**src/logic/UsiPkg.sv**
```systemverilog
// Shared USI bus types and CSR map, assuming 32-bit data and a 4-bit block field at bits 19 to 16
package UsiPkg;

	// --------------------------------------
	// Bus widths
	// --------------------------------------
	// Bus address width
	localparam int lpBusAdrsBit = 32;
	// USI data width
	localparam int lpUsiBusWidth = 32;
	// Block address field, up to 16 blocks
	localparam int lpBlockAdrsMap = 4;
	// CSR offset inside one block
	localparam int lpCsrAdrsWidth = 16;
	// Unused upper address bits
	localparam int lpRsvAdrsWidth = lpBusAdrsBit - lpBlockAdrsMap - lpCsrAdrsWidth;

	// --------------------------------------
	// Bus address split
	// --------------------------------------
	// Block lands on address bits 19 to 16
	typedef struct packed {
		logic [lpRsvAdrsWidth-1:0] reserved;
		logic [lpBlockAdrsMap-1:0] block;
		logic [lpCsrAdrsWidth-1:0] csr;
	} usiAdrsT;

	// --------------------------------------
	// Command and return words
	// --------------------------------------
	// One master command, we and re never high together
	typedef struct packed {
		usiAdrsT adrs;
		logic [lpUsiBusWidth-1:0] wd;
		logic we;
		logic re;
	} usiCmdT;

	// Block side command, block field already decoded
	typedef struct packed {
		logic [lpCsrAdrsWidth-1:0] csr;
		logic [lpUsiBusWidth-1:0] wd;
		logic we;
		logic re;
	} usiSlvCmdT;

	// Read return with its valid strobe
	typedef struct packed {
		logic [lpUsiBusWidth-1:0] rd;
		logic vd;
	} usiRetT;

	// --------------------------------------
	// CSR offsets
	// --------------------------------------
	// GPIO block
	localparam logic [lpCsrAdrsWidth-1:0] lpGpioLed = 16'h0000;
	localparam logic [lpCsrAdrsWidth-1:0] lpGpioIn = 16'h0004;
	localparam logic [lpCsrAdrsWidth-1:0] lpGpioScratch = 16'h0008;
	// Timer block
	localparam logic [lpCsrAdrsWidth-1:0] lpTimCtrl = 16'h0000;
	localparam logic [lpCsrAdrsWidth-1:0] lpTimCompare = 16'h0004;
	localparam logic [lpCsrAdrsWidth-1:0] lpTimCount = 16'h0008;
	localparam logic [lpCsrAdrsWidth-1:0] lpTimIrqClr = 16'h000C;

endpackage

```
**src/logic/UsiMasterSelect.sv**
```systemverilog
// Picks one of two masters by the msSel level, strobes of the other master are lost without notice
`timescale 1ns/1ps

module UsiMasterSelect
(
	// Clock and reset
	input  logic sysClk,
	input  logic rstN,
	// Master select level
	// 0 picks the local port, 1 the external port
	input  logic msSel,
	// Local controller command
	input  UsiPkg::usiCmdT mcbCmd,
	// External CPU command
	input  UsiPkg::usiCmdT extCmd,
	// Registered command toward the bus
	output UsiPkg::usiCmdT selCmd
);

	// --------------------------------------
	// Master mux
	// --------------------------------------
	// Combinational pick before the register
	UsiPkg::usiCmdT muxCmd;

	always_comb
	begin
		// Unselected master is simply ignored
		if (msSel)
		begin
			muxCmd = extCmd;
		end
		else
		begin
			muxCmd = mcbCmd;
		end
	end

	// --------------------------------------
	// Command register
	// --------------------------------------
	// One cycle of latency, edge 1 after the strobe
	always_ff @(posedge sysClk)
	begin
		if (!rstN)
		begin
			// Strobes low and fields zero out of reset
			selCmd <= '0;
		end
		else
		begin
			selCmd <= muxCmd;
		end
	end

endmodule

```
**src/logic/UsiBus.sv**
```systemverilog
// Block decode on adrs.block, unmatched blocks get no response and no error strobe
`timescale 1ns/1ps

module UsiBus #(
	// Block address of the GPIO block
	parameter logic [UsiPkg::lpBlockAdrsMap-1:0] pGpioAdrsMap = 4'h1,
	// Block address of the timer block
	parameter logic [UsiPkg::lpBlockAdrsMap-1:0] pTimerAdrsMap = 4'h2
)(
	// Clock and reset
	input  logic sysClk,
	input  logic rstN,
	// Selected master command
	input  UsiPkg::usiCmdT selCmd,
	// Per block commands
	output UsiPkg::usiSlvCmdT gpioCmd,
	output UsiPkg::usiSlvCmdT timerCmd,
	// Per block returns
	input  UsiPkg::usiRetT gpioRet,
	input  UsiPkg::usiRetT timerRet,
	// Return toward both masters
	output UsiPkg::usiRetT rdRet
);

	// --------------------------------------
	// Block decode
	// --------------------------------------
	// Address match per block
	logic gpioHit;
	logic timerHit;

	// Reserved address bits are not decoded
	assign gpioHit = (selCmd.adrs.block == pGpioAdrsMap);
	assign timerHit = (selCmd.adrs.block == pTimerAdrsMap);

	// Shared slave command builder
	// csr and wd go to every block, strobes only on a hit
	function automatic UsiPkg::usiSlvCmdT toSlave(
		input UsiPkg::usiCmdT cmd,
		input logic hit
	);
		UsiPkg::usiSlvCmdT slv;
		slv.csr = cmd.adrs.csr;
		slv.wd = cmd.wd;
		slv.we = cmd.we & hit;
		slv.re = cmd.re & hit;
		return slv;
	endfunction

	// --------------------------------------
	// Command fan-out register
	// --------------------------------------
	// Edge 2 after the master strobe
	always_ff @(posedge sysClk)
	begin
		if (!rstN)
		begin
			gpioCmd <= '0;
			timerCmd <= '0;
		end
		else
		begin
			gpioCmd <= toSlave(selCmd, gpioHit);
			timerCmd <= toSlave(selCmd, timerHit);
		end
	end

	// --------------------------------------
	// Read return path
	// --------------------------------------
	// At most one block answers per cycle
	// since only one block was strobed
	UsiPkg::usiRetT retMux;

	always_comb
	begin
		retMux.vd = gpioRet.vd | timerRet.vd;
		// GPIO first, timer otherwise
		if (gpioRet.vd)
		begin
			retMux.rd = gpioRet.rd;
		end
		else
		begin
			retMux.rd = timerRet.rd;
		end
	end

	// Edge 4 after a read strobe
	// vd is a single cycle pulse
	always_ff @(posedge sysClk)
	begin
		if (!rstN)
		begin
			rdRet <= '0;
		end
		else
		begin
			rdRet <= retMux;
		end
	end

endmodule

```
**src/logic/GpioBlock.sv**
```systemverilog
// GPIO registers with an 8-bit LED port and 8 inputs, the inputs may be asynchronous to sysClk
`timescale 1ns/1ps

module GpioBlock
(
	// Clock and reset
	input  logic sysClk,
	input  logic rstN,
	// Decoded bus command
	input  UsiPkg::usiSlvCmdT cmd,
	// Read return, one cycle after re
	output UsiPkg::usiRetT ret,
	// Pins
	input  logic [7:0] gpioIn,
	output logic [7:0] led
);

	// --------------------------------------
	// Registers
	// --------------------------------------
	// LED register at 0x0
	logic [7:0] ledReg;
	// Scratch register at 0x8
	logic [UsiPkg::lpUsiBusWidth-1:0] scratchReg;
	// Two stage input synchroniser
	logic [7:0] inMeta;
	logic [7:0] inSync;
	// Read data before the return register
	logic [UsiPkg::lpUsiBusWidth-1:0] rdMux;

	// Write side, edge 3 after the master strobe
	always_ff @(posedge sysClk)
	begin
		if (!rstN)
		begin
			ledReg <= '0;
			scratchReg <= '0;
		end
		else if (cmd.we)
		begin
			case (cmd.csr)
				UsiPkg::lpGpioLed:
				begin
					// Only the low byte drives pins
					ledReg <= cmd.wd[7:0];
				end
				UsiPkg::lpGpioScratch:
				begin
					scratchReg <= cmd.wd;
				end
				default:
				begin
					// Input port and unmapped offsets ignore writes
				end
			endcase
		end
	end

	// Input synchroniser
	always_ff @(posedge sysClk)
	begin
		if (!rstN)
		begin
			inMeta <= '0;
			inSync <= '0;
		end
		else
		begin
			inMeta <= gpioIn;
			inSync <= inMeta;
		end
	end

	// --------------------------------------
	// Read side
	// --------------------------------------
	always_comb
	begin
		rdMux = '0;
		case (cmd.csr)
			// Byte values are zero-extended
			UsiPkg::lpGpioLed: rdMux[7:0] = ledReg;
			UsiPkg::lpGpioIn: rdMux[7:0] = inSync;
			UsiPkg::lpGpioScratch: rdMux = scratchReg;
			default: rdMux = '0;
		endcase
	end

	// Unmapped offsets still answer, with zero
	always_ff @(posedge sysClk)
	begin
		if (!rstN)
		begin
			ret <= '0;
		end
		else
		begin
			ret.vd <= cmd.re;
			ret.rd <= rdMux;
		end
	end

	assign led = ledReg;

endmodule

```
**src/logic/TimerBlock.sv**
```systemverilog
// Free running match timer, the count is read only and timerIrq stays high until cleared by software
`timescale 1ns/1ps

module TimerBlock
(
	// Clock and reset
	input  logic sysClk,
	input  logic rstN,
	// Decoded bus command
	input  UsiPkg::usiSlvCmdT cmd,
	// Read return, one cycle after re
	output UsiPkg::usiRetT ret,
	// Level interrupt
	output logic timerIrq
);

	// --------------------------------------
	// Registers
	// --------------------------------------
	// Control bit 0 enables counting
	logic timEn;
	// Match value
	logic [UsiPkg::lpUsiBusWidth-1:0] compareReg;
	// Running count
	logic [UsiPkg::lpUsiBusWidth-1:0] countReg;
	// Latched interrupt
	logic irqReg;
	// Count hit the compare value
	logic match;
	// Write to the IRQ clear offset
	logic irqClr;
	// Read data before the return register
	logic [UsiPkg::lpUsiBusWidth-1:0] rdMux;

	assign match = timEn && (countReg == compareReg);
	assign irqClr = cmd.we && (cmd.csr == UsiPkg::lpTimIrqClr);

	// Control writes
	always_ff @(posedge sysClk)
	begin
		if (!rstN)
		begin
			timEn <= 1'b0;
			compareReg <= '0;
		end
		else if (cmd.we)
		begin
			if (cmd.csr == UsiPkg::lpTimCtrl)
			begin
				timEn <= cmd.wd[0];
			end
			if (cmd.csr == UsiPkg::lpTimCompare)
			begin
				compareReg <= cmd.wd;
			end
		end
	end

	// --------------------------------------
	// Counter and interrupt
	// --------------------------------------
	// Wraps to zero on a match, holds while disabled
	always_ff @(posedge sysClk)
	begin
		if (!rstN)
		begin
			countReg <= '0;
		end
		else if (match)
		begin
			countReg <= '0;
		end
		else if (timEn)
		begin
			countReg <= countReg + 1'b1;
		end
	end

	// Match in the clear cycle keeps the IRQ set
	always_ff @(posedge sysClk)
	begin
		if (!rstN)
		begin
			irqReg <= 1'b0;
		end
		else if (match)
		begin
			irqReg <= 1'b1;
		end
		else if (irqClr)
		begin
			irqReg <= 1'b0;
		end
	end

	// --------------------------------------
	// Read side
	// --------------------------------------
	always_comb
	begin
		rdMux = '0;
		case (cmd.csr)
			UsiPkg::lpTimCtrl: rdMux[0] = timEn;
			UsiPkg::lpTimCompare: rdMux = compareReg;
			UsiPkg::lpTimCount: rdMux = countReg;
			// IRQ clear and the rest read as zero
			default: rdMux = '0;
		endcase
	end

	always_ff @(posedge sysClk)
	begin
		if (!rstN)
		begin
			ret <= '0;
		end
		else
		begin
			ret.vd <= cmd.re;
			ret.rd <= rdMux;
		end
	end

	assign timerIrq = irqReg;

endmodule

```
**src/logic/Processer.sv**
```systemverilog
// System controller top on one clock, block maps must be distinct nonzero 4-bit values
`timescale 1ns/1ps

module Processer #(
	// Block address map
	parameter logic [UsiPkg::lpBlockAdrsMap-1:0] pGpioAdrsMap = 4'h1,
	parameter logic [UsiPkg::lpBlockAdrsMap-1:0] pTimerAdrsMap = 4'h2
)(
	// Clock and reset
	input  logic sysClk,
	input  logic rstN,
	// Master ports and select level
	input  logic msSel,
	input  UsiPkg::usiCmdT mcbCmd,
	input  UsiPkg::usiCmdT extCmd,
	// GPIO pins
	input  logic [7:0] gpioIn,
	// Read return shared by both masters
	output UsiPkg::usiRetT rdRet,
	output logic [7:0] led,
	output logic timerIrq
);

	// --------------------------------------
	// Input side
	// --------------------------------------
	UsiPkg::usiCmdT selCmd;

	UsiMasterSelect UsiMasterSelect_i (
		.sysClk (sysClk),
		.rstN   (rstN),
		.msSel  (msSel),
		.mcbCmd (mcbCmd),
		.extCmd (extCmd),
		.selCmd (selCmd)
	);

	// --------------------------------------
	// Bus decode and return path
	// --------------------------------------
	UsiPkg::usiSlvCmdT gpioCmd;
	UsiPkg::usiSlvCmdT timerCmd;
	UsiPkg::usiRetT gpioRet;
	UsiPkg::usiRetT timerRet;

	UsiBus #(
		.pGpioAdrsMap  (pGpioAdrsMap),
		.pTimerAdrsMap (pTimerAdrsMap)
	) UsiBus_i (
		.sysClk   (sysClk),
		.rstN     (rstN),
		.selCmd   (selCmd),
		.gpioCmd  (gpioCmd),
		.timerCmd (timerCmd),
		.gpioRet  (gpioRet),
		.timerRet (timerRet),
		.rdRet    (rdRet)
	);

	// --------------------------------------
	// Register blocks
	// --------------------------------------
	GpioBlock GpioBlock_i (
		.sysClk (sysClk),
		.rstN   (rstN),
		.cmd    (gpioCmd),
		.ret    (gpioRet),
		.gpioIn (gpioIn),
		.led    (led)
	);

	TimerBlock TimerBlock_i (
		.sysClk   (sysClk),
		.rstN     (rstN),
		.cmd      (timerCmd),
		.ret      (timerRet),
		.timerIrq (timerIrq)
	);

endmodule

```
**config.mk**
```make
export PLATFORM = sky130hd
export DESIGN_NAME = Processer
export DESIGN_NICKNAME = d
export VERILOG_FILES = /design/src/logic/UsiPkg.sv /design/src/logic/UsiMasterSelect.sv /design/src/logic/UsiBus.sv /design/src/logic/GpioBlock.sv /design/src/logic/TimerBlock.sv /design/src/logic/Processer.sv
export SDC_FILE = /design/constraint.sdc
export NUM_CORES = 1
export LEC_CHECK = 0
export BUFFER_PORTS_ARGS = -buffer_cell sky130_fd_sc_hd__buf_4
export CAP_MARGIN = 30
export CORE_MARGIN = 5
export CORE_UTILIZATION = 49
export CTS_BUF_LIST = sky130_fd_sc_hd__clkbuf_8
export DETAILED_ROUTE_END_ITERATION = 6
export GPL_TIMING_DRIVEN = 1
export PLACE_DENSITY_LB_ADDON = 0.05
export SYNTH_ARGS = -nofsm -noshare
export SYNTH_HDL_FRONTEND = slang
export SYNTH_SLANG_ARGS = --single-unit
```
**constraint.sdc**
```tcl
create_clock -name sysClk -period 5 [get_ports sysClk]
set_clock_uncertainty 0.1 [all_clocks]
set_input_delay 0.25 -clock sysClk [delete_from_list [all_inputs] [get_ports sysClk]]
set_output_delay 0.25 -clock sysClk [all_outputs]
set_load 0.01 [all_outputs]
```
==> run_results.csv, run 1 <==
group,metric,value,unit
outcome,status,"completed",
logic_synthesis,synth-edff-count,0,
placed_design,hpwl,16.0,mm
sta,fmax,0.336,GHz
clock_tree,cts_max_path_buffers,3,
run,max-cap-violations,0,
floorplan,num_rows,56,
setup_path,r2r-end,"GpioBlock_i.scratchReg[25]$_SDFFE_PN0P_",
drt,drc,0,
clock_tree,numCtsBuffers,51,
global_routing,grt_pass1_vias,8766,
cells_and_area,fillers,1965,
logic_synthesis,synthFlopType,"dfxtp_1",
clock_tree,clk_pin_slew,0.06,ns
global_routing,grt.total_usage,20.4,%
setup_path,cp.depth,4,
cells_and_area,areaGrowthSynthToFinish,30.2,%
logic_synthesis,syn_area_per_cell,9.72,um2
floorplan,ios,185,
cells_and_area,post_route_cells_drive_above_1_share,17.3,%
global_routing,overflow,0,
clock_tree,postCtsHoldBufs,116,
clock_tree,tritoncts,"done",
setup_path,r2r_slack,2.03,ns
sta,hold_viol_final,0,
clock_tree,cts_root_buffer,"clkbuf_8",
setup_path,path_delay_family,"simple AND/OR/NAND/NOR gates",
logic_synthesis,syn-cell-area,11500,um2
drt,first_pass_iters,5,
power,p_per_area,344,nW/um2
setup_path,reg2reg_depth,4,
drt,wl_per_cell,15.1,um
drt,vias,8716,
setup_path,start_kind,"flop",
power,vdd_drop_max,0.182,mV
min_path,hold_path_class,"in2reg",
placed_design,place.gp.congestion,0.804,
setup_path,worst-setup-path-type,"reg2reg",
setup_path,r2r_start,"UsiBus_i.gpioCmd[37]$_SDFF_PN0_",
floorplan,core-area,23300,um2
power,p_leak,6.28,nW
logic_synthesis,yosysMostFrequentCell,"dfxtp_1",
logic_synthesis,yosys_warnings,0,
cells_and_area,diodes,0,
clock_tree,cts_sinks,327,
setup_path,max_stage_delay,0.85,ns
logic_synthesis,synth_top_cell_area_share,57.0,%
setup_path,crit_path_end_kind,"flop",
clock_tree,cts_setup_buffers,0,
logic_synthesis,yosys.area.top_type,"dfxtp_1",
logic_synthesis,synth_cells,1182,
sta,whs,0.291,ns
global_routing,grt_max_degree,110,
global_routing,grt_pass1_wl,44.1,mm
floorplan,fp.dieW,163,um
setup_path,cpMaxStageDelayCell,"nand3_2",
logic_synthesis,synth-seq-cells,327,
logic_synthesis,syn_nets,1326,
sta,slew_violations,0,
setup_path,path_buf_inv,0,
drt,vias_per_cell,4.87,
logic_synthesis,ys_top_cells_by_area,"dfxtp_1, mux2i_1, nor2_1",
global_routing,antenna_found_initial,0,
clock_tree,cts_resized,0,
drt,ant_nets,0,
setup_path,worstPathCellList,"nor2b_1, nand3_2, nand2_1, a21oi_1",
sta,worst_slew_pin_slew,0.985,ns
floorplan,initial_core_util,49.4,%
cells_and_area,fin_nets,1577,
floorplan,die_area,26600,um2
sta,relSlewSlack,33.8,%
clock_tree,htree_levels,2,
drt,wl,27.0,mm
clock_tree,clock_latency,0.55,ns
sta,rsz0062_at_grt,"false",
sta,setup_tns,0,ns
setup_path,crit_start,"UsiBus_i.gpioCmd[37]$_SDFF_PN0_",
setup_path,cp_data_required_time,5.30,ns
logic_synthesis,synthTopCellsByCount,"dfxtp_1, nor2_1, nand2_1",
placed_design,io_buffers,160,
setup_path,cp_max_fo,32,
logic_synthesis,synth-seq-area-share,57.0,%
drt,first_iter_violations,438,
sta,setup_viol,0,
logic_synthesis,async_flop_share,0,%
setup_path,crit_path_end,"GpioBlock_i.scratchReg[25]$_SDFFE_PN0P_",
setup_path,cp.arrival,3.27,ns
floorplan,die_height,163,um
sta,fin_crit_sh,59.5,%
sta,period_needed,2.97,ns
logic_synthesis,synth.distinct_cells,33,
==> layout by cell type, fill, tap and decap left out, types with 2 or more instances in the layout <==
master	n
dfxtp_1	326
nor2_1	179
buf_4	169
dlygate4sd3_1	116
nand2_1	109
mux2i_1	105
a21oi_1	73
and2_1	68
clkbuf_8	60
nand3_1	46
xor2_1	43
a22oi_1	31
and3_1	29
inv_1	23
nand4_1	20
xnor2_1	19
nor4_1	9
nor3_1	8
nand2b_1	6
nor2_2	5
clkinv_2	5
and4_1	2
and3_2	2
nor4_2	2
bufinv_16	2
==> flip-flops by register name, indices dropped and copies added (netlist names), 2 cells and up <==
signal	cells
TimerBlock_i.countReg	32
UsiBus_i.gpioCmd	50
TimerBlock_i.ret	33
UsiBus_i.rdRet	33
GpioBlock_i.inMeta	8
GpioBlock_i.inSync	8
UsiMasterSelect_i.selCmd	54
GpioBlock_i.ret	33
TimerBlock_i.compareReg	32
GpioBlock_i.led	8
GpioBlock_i.scratchReg	32
UsiBus_i.timerCmd	2
==> kinds of logic (layout without fill, tap and decap cells) <==
kind of cell	after synthesis	in the layout	share of synthesized area [%]
xor gates and xnor gates	63	63	4.87
buffers and inverters	90	377	3.40
adders and majority gates	1	1	0.109
DFF	327	327	57.0
muxes	105	105	9.15
and+or+nand+nor	490	490	20.0
AOI/OAI and AO/OA	106	106	5.47
==> cell type report <==
cell class | count | area [um2] | area share, %
clock buffers | 60 | 826 | 5.52
clock inverters | 29 | 171 | 1.15
multi-input cells | 765 | 4560 | 30.5
inverters | 3 | 16.3 | 0.109
well taps | 319 | 399 | 2.67
flip-flops and latches | 327 | 6550 | 43.8
repair buffers | 285 | 2430 | 16.2
==> worst min-delay path by stage <==
stage                                             from  slack (ns)  cells after the start                               end
2_1_floorplan                                gpioIn[0]        0.28                      1  GpioBlock_i.inMeta[0]$_SDFF_PN0_
3_3_place_gp   UsiMasterSelect_i.selCmd[18]$_SDFF_PN0_        0.31                      1   UsiBus_i.gpioCmd[18]$_SDFF_PN0_
3_5_place_dp   UsiMasterSelect_i.selCmd[26]$_SDFF_PN0_        0.32                      1   UsiBus_i.gpioCmd[26]$_SDFF_PN0_
4_1_cts                                           rstN        0.27                      2   UsiBus_i.gpioCmd[29]$_SDFF_PN0_
5_1_grt                                           rstN        0.32                      2   UsiBus_i.gpioCmd[18]$_SDFF_PN0_
6_report                                          rstN        0.29                      2   UsiBus_i.gpioCmd[32]$_SDFF_PN0_
==> through the flow <==
step | power [mW] | utilization, % | area, um2 | std cells | setup slack [ns]
finish | 5.14 | 64.3 | 15000 | 1788 | 2.03
global route | 5.35 | 64.3 | 15000 | 1788 | 1.76
CTS | 5.20 | 64.3 | 15000 | 1788 | 2.01
global placement | 2.95 | 55.0 | 12800 | 1582 | 2.05
floorplan | 2.85 | - | 11500 | 1182 | 3.01
detailed placement | 2.95 | 55.0 | 12800 | 1583 | 2.01
==> layer usage <==
| layer | global-route usage, % | part of all wire (%) | wire (um) | vias to the layer above |
|---|---|---|---|---|
| met5 | 0 | 0 | 0 | - |
| li1 | - | - | - | 4418 |
| met4 | 5.26 | 1.7 | 469 | 0 |
| met1 | 26.8 | 46 | 12300 | 4054 |
| met2 | 34.1 | 47 | 12700 | 201 |
| met3 | 4.87 | 5.6 | 1510 | 43 |
==> report_power, final <==
| part | switching (mW) | internal [mW] | total [mW] |
|---|---|---|---|
| Clock | 0.968 | 1.19 | 2.15 |
| Combinational | 0.121 | 0.179 | 0.300 |
| Sequential | 0.0235 | 2.66 | 2.68 |
| Total | 1.11 | 4.03 | 5.14 |
Power figures use the tool's default switching activity.
==> inputs of run 2 (changes only) <==
==> constraint.sdc (replaced) <==
create_clock -name sysClk -period 2.63 [get_ports sysClk]
set_clock_uncertainty 0.1 [all_clocks]
set_input_delay 0.1315 -clock sysClk [delete_from_list [all_inputs] [get_ports sysClk]]
set_output_delay 0.1315 -clock sysClk [all_outputs]
set_load 0.01 [all_outputs]
==> run_results.csv, run 2 (synthesis gave the netlist of run 1 again) <==
group,metric,value,unit
cells_and_area,largest_reg_flops,54,
sta,relSlewSlack,57.1,%
sta,fin_crit_sh,86.9,%
setup_path,cp_max_fo,22,
global_routing,overflow,0,
floorplan,initial_core_util,49.4,%
placed_design,io_buffers,160,
sta,setup_tns,0,ns
cells_and_area,final_util,66.0,%
power,vdd_drop_max,0.378,mV
placed_design,hpwl,16.8,mm
global_routing,grt_max_degree,77,
floorplan,die_area,26600,um2
clock_tree,tritoncts,"done",
floorplan,fp.dieW,163,um
placed_design,place_inst,1605,
clock_tree,clk_pin_slew,0.06,ns
cells_and_area,top_regs,"UsiMasterSelect_i.selCmd (54), UsiBus_i.gpioCmd (50)",
setup_path,cp_data_required_time,2.96,ns
sta,worst_slew_pin_slew,0.644,ns
drt,vias_per_cell,4.90,
sta,hold_viol_final,0,
sta,slew_violations,0,
drt,first_iter_violations,417,
cells_and_area,regMostFlops,"UsiMasterSelect_i.selCmd",
clock_tree,cts_resized,0,
cells_and_area,layout_common_cells,"dfxtp_1, buf_4, nor2_1",
sta,period_needed,2.29,ns
drt,vias,8890,
run,max-cap-violations,0,
drt,wl_per_cell,14.8,um
cells_and_area,stdcell_count,1816,
power,finalPower,10.3,mW
clock_tree,htree_levels,2,
outcome,status,"completed",
sta,setup_viol,0,
clock_tree,cts_sinks,327,
clock_tree,cts_setup_buffers,0,
cells_and_area,fin_nets,1600,
global_routing,antenna_found_initial,1,
clock_tree,clock_latency,0.55,ns
global_routing,grt_pass1_vias,8861,
clock_tree,cts_max_path_buffers,3,
min_path,hold_path_class,"in2reg",
setup_path,crit_path_end_kind,"flop",
floorplan,ios,185,
clock_tree,postCtsHoldBufs,117,
cells_and_area,post_route_cells_drive_above_1_share,19.5,%
cells_and_area,areaGrowthSynthToFinish,33.6,%
drt,wl,27.0,mm
global_routing,grt_pass1_wl,44.4,mm
drt,drc,0,
power,p_leak,6.47,nW
sta,rsz0062_at_grt,"false",
clock_tree,cts_root_buffer,"clkbuf_8",
sta,whs,0.252,ns
cells_and_area,layout_commonest_cell,"dfxtp_1",
power,p_per_area,668,nW/um2
drt,ant_nets,0,
setup_path,worst-setup-path-type,"reg2reg",
drt,first_pass_iters,5,
placed_design,place.gp.congestion,0.811,
setup_path,start_kind,"flop",
floorplan,die_height,163,um
global_routing,grt.total_usage,20.4,%
cells_and_area,fillers,1976,
floorplan,core-area,23300,um2
sta,fmax,0.438,GHz
setup_path,cp.arrival,2.61,ns
floorplan,num_rows,56,
clock_tree,numCtsBuffers,51,
## run 2: worst max-delay path, stage by stage (launching register included)
cell,delay [ns]
dfxtp_1,0.49
xnor2_2,0.15
nand4_1,0.13
or4_4,0.58
o31ai_4,0.42
buf_12,0.22
nor2_1,0.07
## run 2: final cells by class
type                            count  area (um2)  area share, %
Inverter                            3        16.3          0.106
Sequential cell                   327        6550           42.7
Multi-Input combinational cell    765        4550           29.6
Tap cell                          319         399           2.60
Antenna cell                        1        2.50         0.0163
Clock buffer                       74        1020           6.63
Clock inverter                     19         136          0.888
Timing Repair Buffer              308        2680           17.5
## run 2: routing by layer
metal	track usage [%]	share of wire (%)	wire length, um
met1	27.1	45	12200
met2	33.7	48	12800
met3	4.77	5.5	1470
met4	5.07	1.6	420
met5	0	0	0
## run 2: worst paths after layout
kind | start | end | slack [ns] | depth (start not counted)
min | gpioIn[2] | GpioBlock_i.inMeta[2]$_SDFF_PN0_ | 0.25 | 3
max reg2reg | TimerBlock_i.countReg[14]$_SDFFE_PP0P_ | TimerBlock_i.countReg[29]$_SDFFE_PP0P_ | 0.34 | 6
max | TimerBlock_i.countReg[14]$_SDFFE_PP0P_ | TimerBlock_i.countReg[29]$_SDFFE_PP0P_ | 0.34 | 6
min reg2reg | UsiBus_i.timerCmd[0]$_SDFF_PN0_ | TimerBlock_i.ret[0]$_SDFF_PN0_ | 0.31 | 1
## run 2: power by group
group          internal, mW  total, mW  switching, mW
clock                  2.68       4.56           1.88
sequential             5.06       5.10         0.0400
combinational         0.356      0.593          0.238
## run 2: metrics by stage
step | cell area [um2] | worst slack, ns
global route | 15400 | 0.224
detailed placement | 13000 | 0.358
global placement | 13000 | 0.394
finish | 15400 | 0.345
floorplan | 11500 | 0.643
CTS | 15300 | 0.338
